### src/hdl/icache_pkg.sv
// Shared widths and the refill line type of the instruction cache
// Fetch address layout is tag | index | word select | byte offset
// Index and tag widths depend on N_SETS and are derived in each module
// Fetch word width must be a whole multiple of the memory beat width

package icache_pkg;

   // ------------------------------------------------------------
   // Bus widths
   // ------------------------------------------------------------
   localparam int ADDR_W         = 32;
   localparam int FETCH_W        = 64;   // One fetch word
   localparam int MEM_W          = 32;   // One memory beat
   localparam int WORDS_PER_LINE = 2;
   localparam int BEATS_PER_LINE = FETCH_W / MEM_W * WORDS_PER_LINE;
   localparam int LINE_W         = FETCH_W * WORDS_PER_LINE;
   localparam int ID_W           = 8;

   // ------------------------------------------------------------
   // Address fields
   // ------------------------------------------------------------
   localparam int BYTE_OFF_W = $clog2(FETCH_W / 8);
   localparam int WORD_SEL_W = $clog2(WORDS_PER_LINE);
   localparam int LINE_OFF_W = BYTE_OFF_W + WORD_SEL_W;   // Bits below the index

   // Refill buffer, filled beat by beat and read back word by word
   typedef union packed {
      logic [BEATS_PER_LINE-1:0][MEM_W-1:0]   beats;
      logic [WORDS_PER_LINE-1:0][FETCH_W-1:0] words;
   } line_u;

endpackage

### src/hdl/icache_data_array.sv
// Line storage, one line per way and set
// A fill writes the whole line at its strobe edge
// A read registers one fetch word, valid the cycle after the strobe

`timescale 1ns/10ps

module icache_data_array
#(
   parameter int  N_WAYS = 2,
   parameter int  N_SETS = 16,
   localparam int IDX_W  = $clog2(N_SETS),
   localparam int WAY_W  = $clog2(N_WAYS)
)
(
   input  logic                                clk,
   input  logic                                read_i,
   input  logic                                fill_i,
   input  logic [WAY_W-1:0]                    way_i,
   input  logic [IDX_W-1:0]                    index_i,
   input  logic [icache_pkg::WORD_SEL_W-1:0]   word_sel_i,
   input  icache_pkg::line_u                   line_i,
   output logic [icache_pkg::FETCH_W-1:0]      word_o
);

   logic [icache_pkg::LINE_W-1:0] lines_q [N_WAYS][N_SETS];
   icache_pkg::line_u             rd_line;

   // ------------------------------------------------------------
   // Read side word select
   // ------------------------------------------------------------
   assign rd_line = lines_q[way_i][index_i];

   always_ff @(posedge clk)
   begin
      if (fill_i)
         lines_q[way_i][index_i] <= line_i;
      if (read_i)
         word_o <= rd_line.words[word_sel_i];   // Selected way only
   end

endmodule

### config.mk
export PLATFORM = sky130hd
export DESIGN_NAME = icache_data_array
export DESIGN_NICKNAME = d
export VERILOG_FILES = /design/src/hdl/icache_pkg.sv /design/src/hdl/icache_data_array.sv
export SDC_FILE = /design/constraint.sdc
export NUM_CORES = 2
export LEC_CHECK = 0
export BUFFER_PORTS_ARGS = -buffer_cell sky130_fd_sc_hd__buf_2
export CAP_MARGIN = 20
export CORE_ASPECT_RATIO = 1.2
export CORE_UTILIZATION = 44
export DETAILED_ROUTE_END_ITERATION = 10
export PLACE_DENSITY_LB_ADDON = 0.3
export REMOVE_ABC_BUFFERS = 1
export SETUP_SLACK_MARGIN = 0.1
export SYNTH_ARGS = -nofsm -noshare
export SYNTH_HDL_FRONTEND = slang
export SYNTH_SLANG_ARGS = --single-unit
export TNS_END_PERCENT = 50
### constraint.sdc
create_clock -name clk -period 29.2 [get_ports clk]
set_input_delay 1.46 -clock clk [delete_from_list [all_inputs] [get_ports clk]]
set_output_delay 1.46 -clock clk [all_outputs]
set_load 0.02 [all_outputs]
Yosys cells after proc, flatten, opt, wreduce, memory -nomap -nowiden
Memories as Yosys holds them, arrays and structs flattened. Cells that the tools add are included.

Bitwise gates (word level): 1. Reduce and logical (&&, ||, !) cells: 1. Mux-type cells: 9. $lt $le $gt $ge: 3.

Operators with widths (count): $mux 2048 (1); $bmux 128 s4 (1); $demux 128 s4 (1); $mux 128 (3); $mux 64 (2); $ge 5x5->1 const B (1); $lt 5x1->1 const B (1); $not 4->5 (1); $lt 1x2->1 const B (1); $logic_and 1x1->1 (1); $mux 1 (1).

Bits in registers: 64. Bits in writable memories: 4096. Memories: 1. Output and inout bits: 64.

Memory list: lines_q (depth 2, width 2048, rd ports 1, clocked after Yosys merged registers in 0, write ports 1, line icache_data_array.sv:25) `logic [icache_pkg::LINE_W-1:0] lines_q [N_WAYS][N_SETS];`.

Depth between registers and ports, before layout
Word-level depth: 6. Gate-level depth with buffers: 8. Depth with buffers taken out: 4.

Worst setup path after synthesis
OpenSTA, ideal clock, no wires.

Kind: input-to-reg. Start: in index_i[0]. End: mem lines_q[0][1792] (netlist bit), enable pin. Path buffers: 4. Arrival time: 11.183 ns. Cell stages on the path: 6. Path slack: 17.246 ns. Data required time: 28.428 ns. Cells stage by stage: buf_4 > buf_2 > buf_2 > clkbuf_1 > nand3b_1 > nor3_1.

Cells in the longest elaborated chain, start to end: 6. Elaborated cells between the ends (all ways): 7. Classes of those cells: order compare: 2; mux: 3; bitwise: 1; reduce/logical: 1.

RTL lines: start, declared (line icache_data_array.sv:19) `input logic [IDX_W-1:0] index_i,`; $not 4->5 (implied by the code) * (line icache_data_array.sv:36) `lines_q[way_i][index_i] <= line_i;`; $ge 5x5->1 (implied by the code) or $lt 5x1->1 (tied branches) (line icache_data_array.sv:36); $logic_and 1x1->1 (implied by the code) (line icache_data_array.sv:36); $mux 128 (implied by the code) (line icache_data_array.sv:36); $demux 128 s4 * (line icache_data_array.sv:36); $mux 2048 (implied by the code) * (line icache_data_array.sv:36); end, declared (line icache_data_array.sv:25).

Every way passes the cells marked *; elsewhere a longest branch is shown, timed or not.

Worst setup path in the final report
Start: in way_i. End: reg word_o[15] (netlist bit) (data pin).

Cells in the longest elaborated chain, start to end: 6.

RTL lines: start, declared (line icache_data_array.sv:18) `input logic [WAY_W-1:0] way_i,`; $mem_v2 2x2048; $bmux 128 s4 (line icache_data_array.sv:31) `assign rd_line = lines_q[way_i][index_i];`; $mux 128 (implied by the code) (2 in series) (line icache_data_array.sv:31); $mux 64 (implied by the code) (2 in series) (line icache_data_array.sv:38) `word_o <= rd_line.words[word_sel_i];`; end signal, assigned (line icache_data_array.sv:38); end, declared (line icache_data_array.sv:22) `output logic [icache_pkg::FETCH_W-1:0] word_o`.

No other way between the ends. The select of a mux whose other input is x is not followed. A chain may end at the register's enable or synchronous reset.

==> results.yml <==
route:
  num_vias: 74900
  drtPass1Iterations: 5
  totalWireLength_um: 421000
  wire_per_inst_um: 35.0
  ant_nets: 0
  routed_via_density: 6.23
  first_iter_violations: 9085
  drcViolationCount: 0
clocking:
  root_buffer: "clkbuf_16"
  cts.repair.resized: 0
  cts_buffers: 388
  cts.clk_slew.worst_paths_ns: 0.06
  cts-hold-fix-buffers: 0
  post_cts_buffers: 0
  clkLatencyLatePin_ns: 0.94
  clock_path_buffers: 4
  h-tree-depth: 5
  cts.sinks: 4160
  cts_tree: "yes"
pwr:
  p_per_area_mw_per_mm2: 69.1
  p_leak_nw: 54.3
  ir_worst_vdd_mv: 0.0561
timing:
  setup_viol: 0
  hold_ws_ns: 0.886
  relSlewSlack: 0.146
  hold_viol_final: 0
  rsz0062_at_grt: "no"
  drv_slew: 0
  tns_ns: 0
  layout_min_cycle_time_ns: 7.45
  worstMarginPinSlew_ns: 1.28
  fmax_mhz: 134
  fin_skew_ns: 0.0791
  finalCritPeriodShare: 0.255
  fin_ws_ns: 21.75
layout:
  area_growth_pct: 12.3
  fillCellCount: 27700
  drive_above_1_share: 0.273
  ff_latch_area_mm2: 0.125
  fin_nets: 7121
  multi_input_comb_area_mm2: 0.0305
worst_setup_path:
  crit_top_cell: "buf_4"
  end_kind: "register"
  critPathMaxFanout: 76
  reg2reg_slack_ns: 27.11
  cp-start-kind: "primary input"
  reg2reg_from: "lines_q[1][113]"
  slowest_stage: "buf_4"
  reg2reg_to: "word_o[49]"
  arrival_ns: 8.10
  worstSetupPathType: "primary input to register"
  r2r_cells: 4
  slowest_delay_ns: 0.91
  crit_chain: "buf_12 > buf_4 > buf_4 > buf_4 > buf_4 > buf_4 > buf_4 > mux4_2 > a22oi_1 > a21oi_1 > o32a_1"
  required_ns: 29.86
placement:
  io_buffers: 200
  pre_cts_ws_ns: 20.51
  hpwl_um: 200000
  routabilityCongestion: 0.740
synthesis:
  yosysUniqueCellTypes: 29
  synthCells: 6575
  synth_top_cell_by_area: "edfxtp_1"
  synth.top_cell.area_share: 0.796
  synth_seq_cells: 4160
  yosysWarnings: 0
  synth_area_mm2: 0.157
  netlist_top_cells_area: "edfxtp_1 80%, mux4_2 15%, mux2i_1 1.2%"
  syn_area_per_cell_um2: 23.9
  ys_seq_area_frac: 0.796
global_route:
  grt_first_pass_wirelength_um: 590000
  grt_util_all_layers: 0.233
  use_met3: 0.0407
  grt_pass1_vias: 76900
  antenna_found_initial: 77
  top_usage_layer: "met2"
  grt_use_met2: 0.400
  grt-ovfl-total: 0
  grt_max_degree: 100
  gr-usage-met1: 0.307
floorplan:
  start_util: 0.443
  coreArea_mm2: 0.354
  fp.dieArea_mm2: 0.359
  die_height_um: 656
  die_w_um: 547
  fp-row-count: 239
  io_pins: 201
hold_path:
  min_to: "word_o[34]"
  holdPathStages: 4
  min_path_type: "register to register"
  hp-start: "lines_q[1][1186]"
outcome:
  status: "finished, final reports clean"
flow_run:
  max_cap_viol_count: 0
[Yosys cell counts (all sizes together)]
cell	n
o32a	64
mux4	1024
o211ai	63
nand2b	2
nor3b	2
buf	194
nor2	84
edfxtp	4160
or2	1
mux2i	192
a21boi	64
a221oi	1
nand3	3
nor3	17
nand2	69
nor2b	4
and3b	1
nand3b	4
a41oi	1
o21ai	65
a22oi	254
a21oi	126
clkbuf	178
and2	1
and3	1
[stage by stage]
| stage | instances | power, mW | instance area (um2) | utilization |
|---|---|---|---|---|
| 2_1_floorplan | 6203 | 7.07 | 155000 | - |
| 3_3_place_gp | 11300 | 7.37 | 164000 | 0.463 |
| 3_5_place_dp | 11300 | 7.38 | 164000 | 0.463 |
| 4_1_cts | 12000 | 12.2 | 176000 | 0.497 |
| 5_1_grt | 12000 | 12.5 | 176000 | 0.498 |
| 6_report | 12000 | 12.2 | 176000 | 0.498 |
[critical path, delay by kind of cell]
| family | cells | cell delay, ns |
|---|---|---|
| buffers and inverters | 7 | 4.95 |
| multiplexers | 1 | 0.59 |
| AO/OA/AOI/OAI | 3 | 0.73 |
[state kept, by name, summed over array words and instances, names as in the netlist]
name and flops:
word_o 64, lines_q 4096
[area by class of cell]
type                    count  area share
multi-input cells        2043       0.173
diodes                     27    0.000383
clock inverters           230      0.0113
repair buffers            391      0.0153
clock buffers             466      0.0576
flip-flops and latches   4160       0.709
well taps                4699      0.0334
[worst max-delay path by stage]
stage / start / to / slack [ns] / depth (start not counted)
2_1_floorplan: index_i[2] / lines_q[0][0] / 16.08 / 2
3_3_place_gp: way_i / word_o[15] / 20.57 / 11
3_5_place_dp: way_i / word_o[16] / 20.51 / 11
4_1_cts: way_i / word_o[15] / 21.49 / 11
5_1_grt: way_i / word_o[16] / 21.06 / 11
6_report: way_i / word_o[15] / 21.75 / 11
[cells by family (layout without fill, tap and decap cells)]
logic type	count (synthesis)	count (layout)	synth area share
other	0	27	0
AO/OA/AOI/OAI	638	638	0.0285
AND/OR/NAND/NOR	189	189	0.00503
buffers and inverters	372	1087	0.0115
multiplexers	1216	1216	0.159
flip-flops	4160	4160	0.796
[layer usage]
metal	part of all wire	routed length, um
met2	0.51	214000
met5	0.00090	379
met3	0.084	35300
met4	0.030	12500
met1	0.38	159000
[power by group]
| group | internal (mW) | leakage, nW | switching (mW) | total, mW |
|---|---|---|---|---|
| registers | 6.65 | 37.5 | 0.0222 | 6.68 |
| clock network | 2.75 | 5.90 | 2.17 | 4.92 |
| logic | 0.209 | 10.8 | 0.363 | 0.572 |
[cells in the final DEF (no fill, tap or decap), drive strengths merged]
master / count
nor3b: 2
clkbuf: 466
a21boi: 64
nor2: 84
and3: 1
nand3: 3
mux2i: 192
a221oi: 1
diode: 27
nand2b: 2
bufinv: 31
and3b: 1
a21oi: 126
edfxtp: 4160
and2: 1
o211ai: 63
mux4: 1024
nor3: 17
a41oi: 1
a22oi: 254
o21ai: 65
or2: 1
o32a: 64
clkinvlp: 19
nand2: 69
clkinv: 170
nand3b: 4
inv: 10
nor2b: 4
buf: 391
Power figures use the tool's default switching activity.
