**src/hdl/icache_pkg.sv**
```systemverilog
// Shared widths and the refill line type of the instruction cache
// Fetch address layout is tag | index | word select | byte offset
// Index and tag widths depend on N_SETS and are derived in each module
// Fetch word width must be a whole multiple of the memory beat width

package icache_pkg;

   // ------------------------------------------------------------
   // Bus widths
   // ------------------------------------------------------------
   localparam int ADDR_W         = 32;
   localparam int FETCH_W        = 64;   // One fetch word
   localparam int MEM_W          = 32;   // One memory beat
   localparam int WORDS_PER_LINE = 2;
   localparam int BEATS_PER_LINE = FETCH_W / MEM_W * WORDS_PER_LINE;
   localparam int LINE_W         = FETCH_W * WORDS_PER_LINE;
   localparam int ID_W           = 8;

   // ------------------------------------------------------------
   // Address fields
   // ------------------------------------------------------------
   localparam int BYTE_OFF_W = $clog2(FETCH_W / 8);
   localparam int WORD_SEL_W = $clog2(WORDS_PER_LINE);
   localparam int LINE_OFF_W = BYTE_OFF_W + WORD_SEL_W;   // Bits below the index

   // Refill buffer, filled beat by beat and read back word by word
   typedef union packed {
      logic [BEATS_PER_LINE-1:0][MEM_W-1:0]   beats;
      logic [WORDS_PER_LINE-1:0][FETCH_W-1:0] words;
   } line_u;

endpackage

```
**src/hdl/icache_tag_array.sv**
```systemverilog
// Tag store with valid bits and round-robin victim pointer per set
// Hit and way are registered on the lookup strobe and hold until the next one
// A fill writes into the way reported by the last lookup
// N_WAYS must be at least 2

`timescale 1ns/10ps

module icache_tag_array
#(
   parameter int  N_WAYS = 2,
   parameter int  N_SETS = 16,
   localparam int IDX_W  = $clog2(N_SETS),
   localparam int TAG_W  = icache_pkg::ADDR_W - icache_pkg::LINE_OFF_W - IDX_W,
   localparam int WAY_W  = $clog2(N_WAYS)
)
(
   input  logic             clk,
   input  logic             rst_n,
   input  logic             lookup_i,
   input  logic             fill_i,
   input  logic             flush_i,
   input  logic [IDX_W-1:0] index_i,
   input  logic [TAG_W-1:0] tag_i,
   output logic             hit_o,
   output logic [WAY_W-1:0] way_o     // Hit way, or victim on a miss
);

   logic [TAG_W-1:0]  tags_q  [N_SETS][N_WAYS];
   logic [N_WAYS-1:0] valid_q [N_SETS];
   logic [WAY_W-1:0]  rr_q    [N_SETS];

   logic              hit_c;
   logic [WAY_W-1:0]  hit_way_c;
   logic [WAY_W-1:0]  victim_c;

   // Parallel compare; walking down leaves the lowest invalid way as victim
   always_comb
   begin
      hit_c     = 1'b0;
      hit_way_c = '0;
      victim_c  = rr_q[index_i];
      for (int w = N_WAYS - 1; w >= 0; w--)
      begin
         if (valid_q[index_i][w] && (tags_q[index_i][w] == tag_i))
         begin
            hit_c     = 1'b1;
            hit_way_c = WAY_W'(w);
         end
         if (!valid_q[index_i][w])
            victim_c = WAY_W'(w);
      end
   end

   always_ff @(posedge clk or negedge rst_n)
   begin
      if (!rst_n)
      begin
         hit_o <= 1'b0;
         way_o <= '0;
         for (int s = 0; s < N_SETS; s++)
         begin
            valid_q[s] <= '0;
            rr_q[s]    <= '0;
         end
      end
      else
      begin
         if (lookup_i)
         begin
            hit_o <= hit_c;
            way_o <= hit_c ? hit_way_c : victim_c;
         end
         if (flush_i)
         begin
            for (int s = 0; s < N_SETS; s++)
               valid_q[s] <= '0;            // Whole cache in one cycle
         end
         else if (fill_i)
         begin
            valid_q[index_i][way_o] <= 1'b1;
            rr_q[index_i] <= (rr_q[index_i] == WAY_W'(N_WAYS - 1)) ? '0 : rr_q[index_i] + 1'b1;
         end
      end
   end

   always_ff @(posedge clk)
   begin
      if (fill_i)
         tags_q[index_i][way_o] <= tag_i;
   end

endmodule

```
**config.mk**
```make
export PLATFORM = sky130hd
export DESIGN_NAME = icache_tag_array
export DESIGN_NICKNAME = d
export VERILOG_FILES = /design/src/hdl/icache_pkg.sv /design/src/hdl/icache_tag_array.sv
export SDC_FILE = /design/constraint.sdc
export NUM_CORES = 1
export LEC_CHECK = 0
export CELL_PAD_IN_SITES_DETAIL_PLACEMENT = 1
export CELL_PAD_IN_SITES_GLOBAL_PLACEMENT = 1
export CORE_ASPECT_RATIO = 0.7
export CORE_UTILIZATION = 25
export CTS_CLUSTER_DIAMETER = 60
export DETAILED_ROUTE_END_ITERATION = 16
export DONT_BUFFER_PORTS = 1
export PLACE_DENSITY_LB_ADDON = 0.1
export REMOVE_ABC_BUFFERS = 1
export SKIP_CTS_REPAIR_TIMING = 1
export SLEW_MARGIN = 10
export SYNTH_ARGS = -nofsm -noshare
export SYNTH_HDL_FRONTEND = slang
export SYNTH_SLANG_ARGS = --single-unit
```
**constraint.sdc**
```tcl
create_clock -name clk -period 3 [get_ports clk]
set_input_delay 0.3 -clock clk [delete_from_list [all_inputs] [get_ports clk]]
set_output_delay 0.3 -clock clk [all_outputs]
set_load 0.05 [all_outputs]
```
After elaboration in Yosys (flattened, before gate mapping)

Memory sizes are Yosys's and may differ from the RTL's.
Index checks and enable logic that the tools add are counted.
W data, S select, Z words.

Register bits after elaboration: 50
RAM bits: 768
Input port bits: 33
Output and inout bits: 2
Word-level logic and storage cells: 81
Memories kept: 1

Add/sub/neg operators: 1
Magnitude comparators: 6
Equal/unequal tests: 2
Multiplexer cells: 26
Bitwise operators: 4
Reductions and logical operators: 7

Memories:

| name   | depth | bits a word | read ports | clocked after Yosys merged registers in | wr ports | line                   | source |
|---|---|---|---|---|---|---|---|
| tags_q | 16    | 48          | 1          | 0                                       | 1        | icache_tag_array.sv:28 | `logic [TAG_W-1:0] tags_q [N_SETS][N_WAYS];` |

Operator list:

| kind                  | count |
|---|---|
| $mux W32              | 2 |
| $eq A24 B24 Y1        | 2 |
| $mux W48              | 1 |
| $or A32 B32 Y32       | 1 |
| $demux W24 S1         | 1 |
| $mux W24              | 1 |
| $bwmux W16            | 1 |
| $mux W1               | 12 |
| $bmux W2 S4           | 1 |
| $demux W2 S4          | 1 |
| $mux W2               | 3 |
| $ge A5 B5 Y1 const B  | 1 |
| $logic_and A1 B1 Y1   | 5 |
| $lt A5 B1 Y1 const B  | 1 |
| $not A4 Y5            | 1 |
| $bmux W1 S4           | 1 |
| $demux W1 S4          | 1 |
| $ge A2 B2 Y1 const B  | 1 |
| $lt A1 B2 Y1 const B  | 1 |
| $lt A2 B1 Y1 const B  | 1 |
| $not A1 Y2            | 1 |
| $reduce_and A2 Y1     | 1 |
| $reduce_bool A2 Y1    | 1 |
| $add A1 B1 Y1 const B | 1 |
| 3 further kinds       | 3 |

Depth between registers and ports, before layout

Word-level depth: 9
Depth in mapped cells: 13
Mapped depth without buffers: 8

Worst setup path after synthesis

OpenSTA, ideal clock, no wires.

Path kind: input port to flip-flop
Start: input index_i[2]
End: memory tags_q[7][24] (netlist name) (enable)
Setup time: 0.438 ns
Arrival: 3.545 ns
Path slack: -0.982 ns
Cell stages on the path: 8
Buffers on the path: 6
Cell sequence: buf_2 -> buf_2 -> buf_2 -> buf_2 -> buf_2 -> buf_1 -> nand2_1 -> nor3_1

RTL lines:

| element         | line                   | source |
|---|---|---|
| start, declared | icache_tag_array.sv:22 | `input logic [IDX_W-1:0] index_i,` |
| end, declared   | icache_tag_array.sv:28 |  |

No word-level cell before the write port.

Worst setup path after layout

Start: input index_i[0]
End: register hit_o

Longest elaborated chain between the ends: 7

Ends and longest elaborated chain:

| element                                                 | line                   | source |
|---|---|---|
| branches (longest 6 deep; another with $mem_v2 Z16 W48) | n/a                    |  |
| $mux W1 (*)                                             | icache_tag_array.sv:44 | `if (valid_q[index_i][w] && (tags_q[index_i][w] == tag_i))` |
| end signal, assigned                                    | icache_tag_array.sv:70 | `hit_o <= hit_c;` |
| end, declared                                           | icache_tag_array.sv:24 | `output logic hit_o,` |

Mark *: on every way between the ends. The select of a mux whose other input is x is not followed.
A chain may end at the register's enable or synchronous reset.

==> results.txt <==
The run finished with clean final reports. Yosys mapped a number of flops with a built-in enable equal to 768. After synthesis, the cell types taking the most area are edfxtp_1, mux4_2, dfrtp_1. The run gives 1454 as the violation count after the first detailed-routing iteration. The static power due to leakage was 12.5 nW. The initial antenna violation count is 16, and the average cell area after synthesis is 20.0 um^2. The total overflow left after global routing is 0.

The first global-routing pass estimated 140 mm of wire. After filler insertion, the fill cell instance count of the layout stands at 13.1k. Routability-driven placement finished with a final weighted congestion of 0.714.

The layout cell share with drive strength beyond 1 came out at 27.7%. The floorplan step defined a die boundary enclosing 0.132 mm^2. The run gives 110 as the number of standard-cell rows in the floorplan. The detailed-route vias per instance was 4.69; the arrival time reported for the critical path endpoint was 3.55 ns.

Derived from the worst setup path, the maximum achievable clock frequency is 342 MHz. In this run the biggest area consumer among cell types represents 70.6% of the synthesized area. The multi-input combinational cells in the finished layout cover a total of 0.00797 mm^2.

After detailed routing, the number of remaining DRC violations is 0. The post-layout utilization of the core was 30.4%. Setup repair after global routing left no endpoint under its margin. edfxtp_1 takes more of the synthesized area than any other cell. The startpoint kind of the worst setup timing path was an input pin.

The startpoint of the worst-slack reg-to-reg timing path was tags_q[3][44]. The final number of max-transition violations was 0. Clock skew on the completed layout was measured at 0.0156 ns. The area growth from synthesis to layout is 19.9%. The cell area that synthesis handed to floorplanning was 0.0327 mm^2. The origin of the worst setup path is index_i[0]. The number of nets with antenna violations after detailed routing was 0. edfxtp_1 is the most common cell in the netlist. Yosys printed 0 warnings. After the last flow step, the layout net total stands at 1822. The power density relative to cell area was 646 mW/mm^2; the CTS clock-pin slew for the worst setup and hold paths was 0.06 ns. The tools report the category of the worst setup path capture point as a flop. Along the worst path, the maximum fanout reaches 209. Buffers placed on the I/O ports in this run total 0. Horizontal extent of the die: 434 um. Across the run, the number of max-cap violations was 0. No sink is reached through more buffers than the 3 on the longest clock path. The run gives 3.62 ns as the required time at the worst-slack endpoint. After detailed routing, the total wire length is 109 mm.

The count of different cell masters after synthesis is 59. In this run the most critical hold path is launched from fill_i. Headroom to the max-slew limit came out at 33.7%. The detailed-route wire length per cell was 30.1 um; the final setup violation count was 0. The startpoint-to-endpoint class of the critical path is input pin to flop.

Clock sink count: 818. The sequential area share after synthesis is 74.4%. The via count of the routed design is 16.9k, and the sequential standard cell area is 0.0243 mm^2. The level count of the clock H-tree was 3; the share of async-settable or async-resettable flops after synthesis was 6.11%.

Global routing used 15.2% of the available tracks. The logs give 35 for the boundary pin count and 17.6k for the via count of the first global-routing pass. Detailed placement finished with a half-perimeter wire length of 55.1 mm. TritonCTS built the clock tree. Dividing the final minimum period by the clock period gives 97.5%. The total of flip-flops plus latches after synthesis is 818.

The worst path needs 2.92 ns of the cycle, external delays included. The core region is 0.129 mm^2. The final count of hold timing violations is 0, and the effective utilization at floorplan is 25.3%. The clock root buffer was clkbuf_16. From bottom edge to top edge, the die measures 304 um. The number of clock buffers added by TritonCTS is 91. The first detailed-routing pass took 5 iterations.

IR analysis of the VDD net gives a maximum drop of 0.341 mV. The later pin in the worst-skew pair is clocked with a latency of 0.68 ns. The largest net degree at the start of global routing is 210, and the final-layout worst hold slack is 0.0342 ns. Counting instances in the post-synthesis netlist gives the leading cell types as edfxtp_1, mux4_2, nor2_1. Worst hold path class: input pin to flop. Counting every instance in the synthesized netlist gives 1637. At the pin with the least slew margin, the transition time is 0.995 ns. The prevailing post-synth register cell was edfxtp_1.
-- critical path, stage by stage --
cell and delay (ns):
mux4_2 0.81, mux4_2 0.49, xnor2_1 0.48, nand4_1 0.22, buf_4 0.18, nor4_1 0.14
and4_1 0.33, a211o_1 0.14
-- placed cells by master (no fill, tap or decap), types with 5 or more instances in the layout --
cell           count
a41oi_1            8
clkinv_2          17
xor2_1            12
inv_1             14
inv_6              8
nor2_1            86
mux2_2            31
nor4_1             6
nand2_1           38
nand3_1           11
dfrtp_1           50
o21ai_0           24
buf_4             82
a22o_1            10
diode_2            7
nand2b_1          11
bufinv_16          7
a221oi_1           9
nand4_1            5
clkinvlp_4         5
edfxtp_1         768
clkbuf_16         92
nor2_4            16
a22oi_1           11
o22ai_1           13
a21oi_1           19
dlygate4sd3_1     30
buf_12            40
clkinv_1          18
mux2i_1           71
mux4_2           184
a211oi_1          12
xnor2_1           32
nor2b_1           13
clkbuf_1          17
nor3_2            16
-- path summary, 6_finish.rpt --
| kind | slack, ns | to | cells after the start |
|---|---|---|---|
| setup / recovery | 0.08 | hit_o | 8 |
| hold / removal | 0.03 | rr_q[12] | 3 |
| setup reg to reg | 0.09 | hit_o | 8 |
| hold reg to reg | 0.50 | valid_q[23] | 2 |
| max in group asynchronous | 2.61 | rr_q[13] | 2 |
| min in group asynchronous | 0.11 | valid_q[27] | 2 |
-- per-stage QoR --
step | cells | power, mW | area (um^2) | setup slack, ns | setup TNS (ns)
final | 3609 | 25.3 | 39200 | 0.0752 | 0
after global routing | 3604 | 26.2 | 39200 | 0.0364 | 0
after CTS | 3546 | 25.3 | 38300 | 0.0670 | 0
after detailed placement | 3376 | 14.1 | 35400 | -0.0890 | -0.160
after global placement | 3376 | 14.0 | 35400 | -0.0440 | -0.0776
after floorplan | 1543 | 13.6 | 32100 | -0.354 | -120.59
-- report_power, final --
group	total (mW)	switching, mW	internal [mW]
Combinational	1.47	0.802	0.666
Sequential	12.7	0.0510	12.6
Clock	11.2	4.83	6.33
-- layer usage --
| metal | vias to the layer above | wire length, um | track usage (%) |
|---|---|---|---|
| li1 | 7072 | - | - |
| met4 | 2 | 1830 | 3.36 |
| met5 | - | 13 | 0 |
| met3 | 124 | 4930 | 2.82 |
| met1 | 9322 | 53700 | 23.1 |
| met2 | 391 | 48200 | 22.4 |
-- area by class of cell --
cell class                      instances  share of cell area [%]
Sequential cell                       818                    62.0
Multi-Input combinational cell        709                    20.3
Antenna cell                            7                  0.0447
Clock inverter                         58                    1.29
Tap cell                             1736                    5.54
Timing Repair Buffer                  153                    4.45
Inverter                               16                   0.153
Clock buffer                          112                    6.14
-- sequential cells by signal (all words and copies together) (netlist names) --
register	count
hit_o	1
rr_q	16
tags_q	768
valid_q	32
way_o	1
-- logic make-up (layout without fill, tap and decap cells) --
family                    count (synthesis)  in the layout  synth area share [%]
other                                     0              7                     0
xor gates and xnor gates                 44             44                  1.18
muxes                                   286            286                  15.9
and+or+nand+nor                         222            222                  3.10
DFF                                     818            818                  74.4
buffers and inverters                   110            339                  1.82
AOI/OAI and AO/OA                       157            157                  3.57
Power figures use the tool's default switching activity.
