`src/hdl/icache_pkg.sv`:
```
// Shared widths and the refill line type of the instruction cache
// Fetch address layout is tag | index | word select | byte offset
// Index and tag widths depend on N_SETS and are derived in each module
// Fetch word width must be a whole multiple of the memory beat width

package icache_pkg;

   // ------------------------------------------------------------
   // Bus widths
   // ------------------------------------------------------------
   localparam int ADDR_W         = 32;
   localparam int FETCH_W        = 64;   // One fetch word
   localparam int MEM_W          = 32;   // One memory beat
   localparam int WORDS_PER_LINE = 2;
   localparam int BEATS_PER_LINE = FETCH_W / MEM_W * WORDS_PER_LINE;
   localparam int LINE_W         = FETCH_W * WORDS_PER_LINE;
   localparam int ID_W           = 8;

   // ------------------------------------------------------------
   // Address fields
   // ------------------------------------------------------------
   localparam int BYTE_OFF_W = $clog2(FETCH_W / 8);
   localparam int WORD_SEL_W = $clog2(WORDS_PER_LINE);
   localparam int LINE_OFF_W = BYTE_OFF_W + WORD_SEL_W;   // Bits below the index

   // Refill buffer, filled beat by beat and read back word by word
   typedef union packed {
      logic [BEATS_PER_LINE-1:0][MEM_W-1:0]   beats;
      logic [WORDS_PER_LINE-1:0][FETCH_W-1:0] words;
   } line_u;

endpackage

```
`src/hdl/icache_refill.sv`:
```
// Read burst engine on the memory side
// Cache refill is a full line at the line-aligned address
// Bypass read is one fetch word at the word-aligned address
// Only one burst may be open; start must not come while busy

`timescale 1ns/10ps

module icache_refill
(
   input  logic                               clk,
   input  logic                               rst_n,
   input  logic                               start_i,
   input  logic                               bypass_i,
   input  logic [icache_pkg::ADDR_W-1:0]      addr_i,
   // Read address channel
   output logic                               mem_ar_valid_o,
   input  logic                               mem_ar_ready_i,
   output logic [icache_pkg::ADDR_W-1:0]      mem_ar_addr_o,
   output logic [7:0]                         mem_ar_len_o,     // Beats minus one
   // Read data channel
   input  logic                               mem_r_valid_i,
   output logic                               mem_r_ready_o,
   input  logic [icache_pkg::MEM_W-1:0]       mem_r_data_i,
   input  logic                               mem_r_last_i,
   // Back to the controller
   output logic                               done_o,
   output icache_pkg::line_u                  line_o
);

   localparam int CNT_W      = $clog2(icache_pkg::BEATS_PER_LINE);
   localparam int WORD_BEATS = icache_pkg::FETCH_W / icache_pkg::MEM_W;
   localparam int OFF_B      = icache_pkg::BYTE_OFF_W;
   localparam int OFF_L      = icache_pkg::LINE_OFF_W;

   logic                          ar_valid_q;
   logic [icache_pkg::ADDR_W-1:0] ar_addr_q;
   logic [7:0]                    ar_len_q;
   logic                          open_q;
   logic                          done_q;
   logic [CNT_W-1:0]              beat_q;
   icache_pkg::line_u             line_q;
   logic [icache_pkg::ADDR_W-1:0] aligned;
   logic                          beat_ok;

   assign aligned = bypass_i ? {addr_i[icache_pkg::ADDR_W-1:OFF_B], {OFF_B{1'b0}}}
                             : {addr_i[icache_pkg::ADDR_W-1:OFF_L], {OFF_L{1'b0}}};
   assign beat_ok = open_q & mem_r_valid_i;

   // ------------------------------------------------------------
   // Burst control
   // ------------------------------------------------------------
   always_ff @(posedge clk or negedge rst_n)
   begin
      if (!rst_n)
      begin
         ar_valid_q <= 1'b0;
         open_q     <= 1'b0;
         done_q     <= 1'b0;
         beat_q     <= '0;
      end
      else
      begin
         done_q <= beat_ok & mem_r_last_i;   // One cycle after the last beat
         if (start_i)
         begin
            ar_valid_q <= 1'b1;
            open_q     <= 1'b1;
            beat_q     <= '0;
         end
         else
         begin
            if (ar_valid_q && mem_ar_ready_i)
               ar_valid_q <= 1'b0;
            if (beat_ok)
            begin
               beat_q <= beat_q + 1'b1;
               if (mem_r_last_i)
                  open_q <= 1'b0;
            end
         end
      end
   end

   // Request fields and collected beats, lowest address in beat 0
   always_ff @(posedge clk)
   begin
      if (start_i)
      begin
         ar_addr_q <= aligned;
         ar_len_q  <= bypass_i ? 8'(WORD_BEATS - 1) : 8'(icache_pkg::BEATS_PER_LINE - 1);
      end
      if (beat_ok)
         line_q.beats[beat_q] <= mem_r_data_i;
   end

   assign mem_ar_valid_o = ar_valid_q;
   assign mem_ar_addr_o  = ar_addr_q;
   assign mem_ar_len_o   = ar_len_q;
   assign mem_r_ready_o  = open_q;
   assign done_o         = done_q;
   assign line_o         = line_q;

endmodule

```
`config.mk`:
```
export PLATFORM = sky130hd
export DESIGN_NAME = icache_refill
export DESIGN_NICKNAME = d
export VERILOG_FILES = /design/src/hdl/icache_pkg.sv /design/src/hdl/icache_refill.sv
export SDC_FILE = /design/constraint.sdc
export NUM_CORES = 1
export LEC_CHECK = 0
export ABC_AREA = 1
export BUFFER_PORTS_ARGS = -buffer_cell sky130_fd_sc_hd__buf_2
export CAP_MARGIN = 30
export CORE_ASPECT_RATIO = 1.25
export CORE_MARGIN = 2
export CORE_UTILIZATION = 46
export CTS_CLUSTER_SIZE = 12
export DETAILED_ROUTE_END_ITERATION = 6
export PLACE_DENSITY_LB_ADDON = 0.05
export SYNTH_ARGS = -nofsm -noshare
export SYNTH_HDL_FRONTEND = slang
export SYNTH_SLANG_ARGS = --single-unit
```
`constraint.sdc`:
```
create_clock -name clk -period 2.9 [get_ports clk]
set_input_delay 0.145 -clock clk [delete_from_list [all_inputs] [get_ports clk]]
set_output_delay 0.145 -clock clk [all_outputs]
set_load 0.02 [all_outputs]
```
Word-level counts from Yosys, hierarchy flattened
Index checks and enable logic that the tools add are counted.
{ "word_totals": {"regBits": 173, "input_bits": 71, "out_inout_bits": 171} }
{ "op_classes": {"add_sub_neg": 1, "order_cmp": 2, "mux": 11, "n_bitwise": 2, "n_reduce_logical": 6} }
{ "op_table": {"columns": ["cell", "count"], "rows": [
  ["bitwise mux 128 bit", 1],
  ["demux 32 bit (select 2 bit)", 1],
  ["two-way mux 32 bit", 1],
  ["two-way mux 2 bit", 3],
  ["nonzero test 2 bit", 3],
  ["two-way mux 1 bit", 5],
  ["< comparator 2 x 3 -> 1 bit, second input constant", 1],
  ["adder 2 x 1 -> 2 bit, second input constant", 1],
  ["bitwise AND 1 bit", 2],
  ["greater-or-equal comparator 2 x 1 -> 1 bit, second input constant", 1],
  ["logical AND 1 bit", 2],
  ["AND reduction 2 bit", 1]
]} }

Logic depth before layout (Yosys ltp)
{ "depth": {"depth_word": 5, "mapped_depth": 6, "ltp_nobuf": 6} }

Worst setup path after synthesis
No wires, ideal clock.
{ "synth_timing": {"path_type": "register to register", "start": "register beat_q[0] (netlist name)", "end": "register line_q, in the netlist line_o[64], enable pin", "setup_time_ns": 0.421, "arrival_ns": 2.011, "path_slack_ns": 0.468, "path_stages_with_launch": 5, "period_less_slack_ns": 2.432, "cell_sequence": "dfrtp_1 -> inv_1 -> ha_1 -> inv_1 -> nor2_1"} }
{ "synth_lines": {"columns": ["element", "line", "source"], "rows": [
  ["end: declaration", "icache_refill.sv:41", "icache_pkg::line_u line_q;"]
]} }

==> results.toml <==
[timing]
tns_ns = 0
finClkSkew_ns = 0.00667
number_of_hold_slack_violations_in_the_final_timing_report = 0
tightestPinTransition_ns = 0.684
timing.slew.headroom = 0.544
report.final.setup_viol = 0
number_of_pins_exceeding_their_max_slew_limit_in_the_final_report = 0
layout_min_cycle_time_ns = 1.70
rsz0062_at_grt = "false"
fmax_mhz = 587
final.period_utilization = 0.588

[clock_network]
max-clock-path-buffers = 2
cts_inserted_buffers = 17
clock_sink_count = 163
postCtsSetupBuffers = 0
tritoncts = "done"
clock-root-buffer = "sky130_fd_sc_hd__clkbuf_16"
ctsHtreeMaxLevel = 4
clock_pin_slew_of_the_registers_on_the_worst_case_setup_and_hold_paths_ns = 0.06
clock_latency_ns = 0.41

[critical_path]
path_cells = "inv_1 > ha_1 > inv_1 > nor2_4 > buf_12"
timing.critical_path.max_delay_family = "flip-flops"
timing.critical_path.required_ns = 3.01
timing.critical_path.slowest_cell_delay_ns = 0.43
critical_path_s_slowest_cell = "sky130_fd_sc_hd__dfrtp_1"
timing.setup.critical_path_class = "reg -> reg"
arrival_time_at_the_worst_endpoint_ns = 1.82
timing.critical_path.buf_inv = 3
crit_path_start_kind = "flop"
crit_path_max_fanout = 20
path_common_cell = "sky130_fd_sc_hd__inv_1"
endpoint_kind = "flop"

[finish]
layout.area.seq_sq_mm = 0.00487
n_fill_cell = 734
post_layout_net_count = 601
flow.area_growth_from_synthesis_pct = 50.8
antenna_cells = 0
layout.core_utilization = 0.705
layout-drive-gt1-share = 0.494
multi_input_comb_area_sq_um = 199

[synthesis]
synth_warnings = 0
synth_ff_type = "sky130_fd_sc_hd__edfxtp_1"
yosys.cell_count.top_type = "sky130_fd_sc_hd__edfxtp_1"
ys_ff_latch = 163
ys_types = 11
synth.top_cell.area_share = 0.925
synth_cells = 210
post_synthesis_instance_area_sq_mm = 0.00513
yosys-top-cells-count = "158 x sky130_fd_sc_hd__edfxtp_1, 12 x sky130_fd_sc_hd__inv_1, 10 x sky130_fd_sc_hd__buf_4"
synth_edf_count = 158
synth.area.top_cells = "sky130_fd_sc_hd__edfxtp_1 93%, sky130_fd_sc_hd__dfrtp_1 2.4%, sky130_fd_sc_hd__buf_4 1.5%, sky130_fd_sc_hd__ha_1 0.98%, sky130_fd_sc_hd__inv_1 0.88%"
yosysSeqAreaShare = 0.949
yosysTopAreaCell = "sky130_fd_sc_hd__edfxtp_1"
synth_async_sr_flop_share = 0.0307
syn-mean-instance-area_sq_um = 24.4

[detailed_routing]
total_routed_wirelength_mm = 11.0
detail_route.first_pass.iterations = 4
drtAntennaViolNets = 0
detailroute.via_count = 3008
wl_per_cell_um = 16.3
detailedRoute.firstIterationViolations = 128
viasPerCell = 4.46
drcViolationCount = 0

[power_and_ir_drop]
p_comb_frac = 0.102
peakVddDrop_mv = 0.430
sw_frac_of_total = 0.221
pwr_density_cell_mw_per_mm2 = 713
seqPwrFrac = 0.506
clock_power_frac = 0.393
net-switching-power_mw = 1.22
internal_power_mw = 4.30
static_leakage_nw = 3.18
design_power_total_mw = 5.52

[global_route]
track_usage = 0.183
global_route_wire_length_before_repair_mm = 16.1
first_global_vias = 3080
gr-usage-met3 = 0.0861
grt_start_max_net_pins = 34
met2_layer_usage_reported_by_global_route = 0.315
grt.met1_usage = 0.193
grt_overflow_total = 0
antenna_found_initial = 0
grt.busiest_layer = "met2"

[placed_design]
placement.io_buffers = 228
place_congestion = 0.755
place_hpwl_mm = 7.41

[floorplan]
die-height_um = 122
rows = 43
die_area_sq_mm = 0.0120
initial_utilization = 0.467
design.core.area_sq_mm = 0.0110
floorplan.die.width_um = 98.4
ioPinCount = 242

[run]
max_cap_viol_count = 0

[run_status]
status = "completed"

[hold_path]
hold_class = "in -> reg"
## kinds of logic after synthesis
kind of cell | Yosys count | share of synthesized area
DFF | 163 | 0.949
buffers and inverters | 22 | 0.0234
and+or+nand+nor | 18 | 0.0149
adders and majority gates | 4 | 0.00976
other | 2 | 0.00146
AOI/OAI and AO/OA | 1 | 0.000975
## layer usage
| metal | wire length [um] | vias to the layer above | share of wire |
|---|---|---|---|
| li1 | - | 1413 | - |
| met1 | 3940 | 1413 | 0.36 |
| met2 | 5670 | 164 | 0.52 |
| met3 | 1150 | 18 | 0.10 |
| met4 | 243 | 0 | 0.022 |
| met5 | 0 | - | 0 |
## final cells by class
type,count,share of cell area
Inverter,12,0.00582
Tap cell,135,0.0218
Sequential cell,163,0.630
Clock inverter,11,0.0175
Multi-Input combinational cell,33,0.0257
Clock buffer,21,0.0569
Timing Repair Buffer,299,0.243
## power groups by stage
stage / sequential (mW) / combinational [mW] / clock [mW]
after global routing: 2.80 / 0.601 / 2.29
after floorplan: 3.01 / 0.0858 / 0
after CTS: 2.79 / 0.565 / 2.20
after global placement: 2.83 / 0.493 / 0
final: 2.79 / 0.560 / 2.17
after detailed placement: 2.84 / 0.496 / 0
## metrics by stage
step	cell area [sq um]	hold slack [ns]	std cells	setup slack, ns
floorplan	5160	-0.151	218	0.468
global placement	6500	-0.0390	576	1.21
detailed placement	6500	-0.0352	576	1.17
CTS	7730	0.0412	674	1.15
global route	7730	0.0874	674	1.10
finish	7730	0.0534	674	1.20
## worst reg2reg max path, cell delays in order, from the launching register on
cell                      delay, ns
sky130_fd_sc_hd__dfrtp_1       0.43
sky130_fd_sc_hd__inv_1         0.10
sky130_fd_sc_hd__ha_1          0.14
sky130_fd_sc_hd__inv_1         0.06
sky130_fd_sc_hd__nor2_4        0.43
sky130_fd_sc_hd__buf_12        0.25
## registers in the layout, summed over array words and instances, names as in the netlist
| name | cells |
|---|---|
| mem_ar_len_o | 1 |
| beat_q | 2 |
| mem_r_ready_o | 1 |
| mem_ar_addr_o | 29 |
| mem_ar_valid_o | 1 |
| line_o | 128 |
| done_o | 1 |
## path summary, 6_finish.rpt
kind | start | end | slack [ns] | cells after the start
worst max-delay path | beat_q[0] | line_o[9] | 1.20 | 5
worst min-delay path | mem_r_valid_i | mem_r_ready_o | 0.05 | 4
worst max register to register | beat_q[0] | line_o[9] | 1.20 | 5
worst min register to register | mem_ar_valid_o | mem_ar_valid_o | 0.53 | 2
max in group asynchronous | rst_n | done_o | 2.70 | 2
min in group asynchronous | rst_n | mem_r_ready_o | 0.08 | 2
## layout by cell type (no fill, tap or decap)
cell | synthesis | final
sky130_fd_sc_hd__buf_2 | 0 | 228
sky130_fd_sc_hd__edfxtp_1 | 158 | 158
sky130_fd_sc_hd__dlygate4sd3_1 | 0 | 66
sky130_fd_sc_hd__clkbuf_16 | 0 | 17
sky130_fd_sc_hd__inv_1 | 12 | 12
sky130_fd_sc_hd__conb_1 | 2 | 10
sky130_fd_sc_hd__nand2_1 | 7 | 7
sky130_fd_sc_hd__dfrtp_1 | 5 | 5
sky130_fd_sc_hd__clkinv_2 | 0 | 5
sky130_fd_sc_hd__nor2_4 | 0 | 4
sky130_fd_sc_hd__ha_1 | 4 | 4
sky130_fd_sc_hd__clkbuf_1 | 0 | 4
sky130_fd_sc_hd__nand3_1 | 3 | 3
sky130_fd_sc_hd__bufinv_16 | 0 | 3
sky130_fd_sc_hd__buf_12 | 0 | 3
sky130_fd_sc_hd__nand2_2 | 2 | 2
sky130_fd_sc_hd__nor2_1 | 6 | 2
sky130_fd_sc_hd__buf_4 | 10 | 2
sky130_fd_sc_hd__o21ai_0 | 1 | 1
sky130_fd_sc_hd__clkinvlp_4 | 0 | 1
sky130_fd_sc_hd__inv_6 | 0 | 1
sky130_fd_sc_hd__clkinv_1 | 0 | 1
## what timing repair did
action / in CTS / in global routing
hold buffers: 66 / 0
resized for setup: 0 / 0
setup endpoints to repair: 0 / 0
hold endpoints to repair: 165 / 0
No activity file was read; power rests on OpenSTA's default activity.
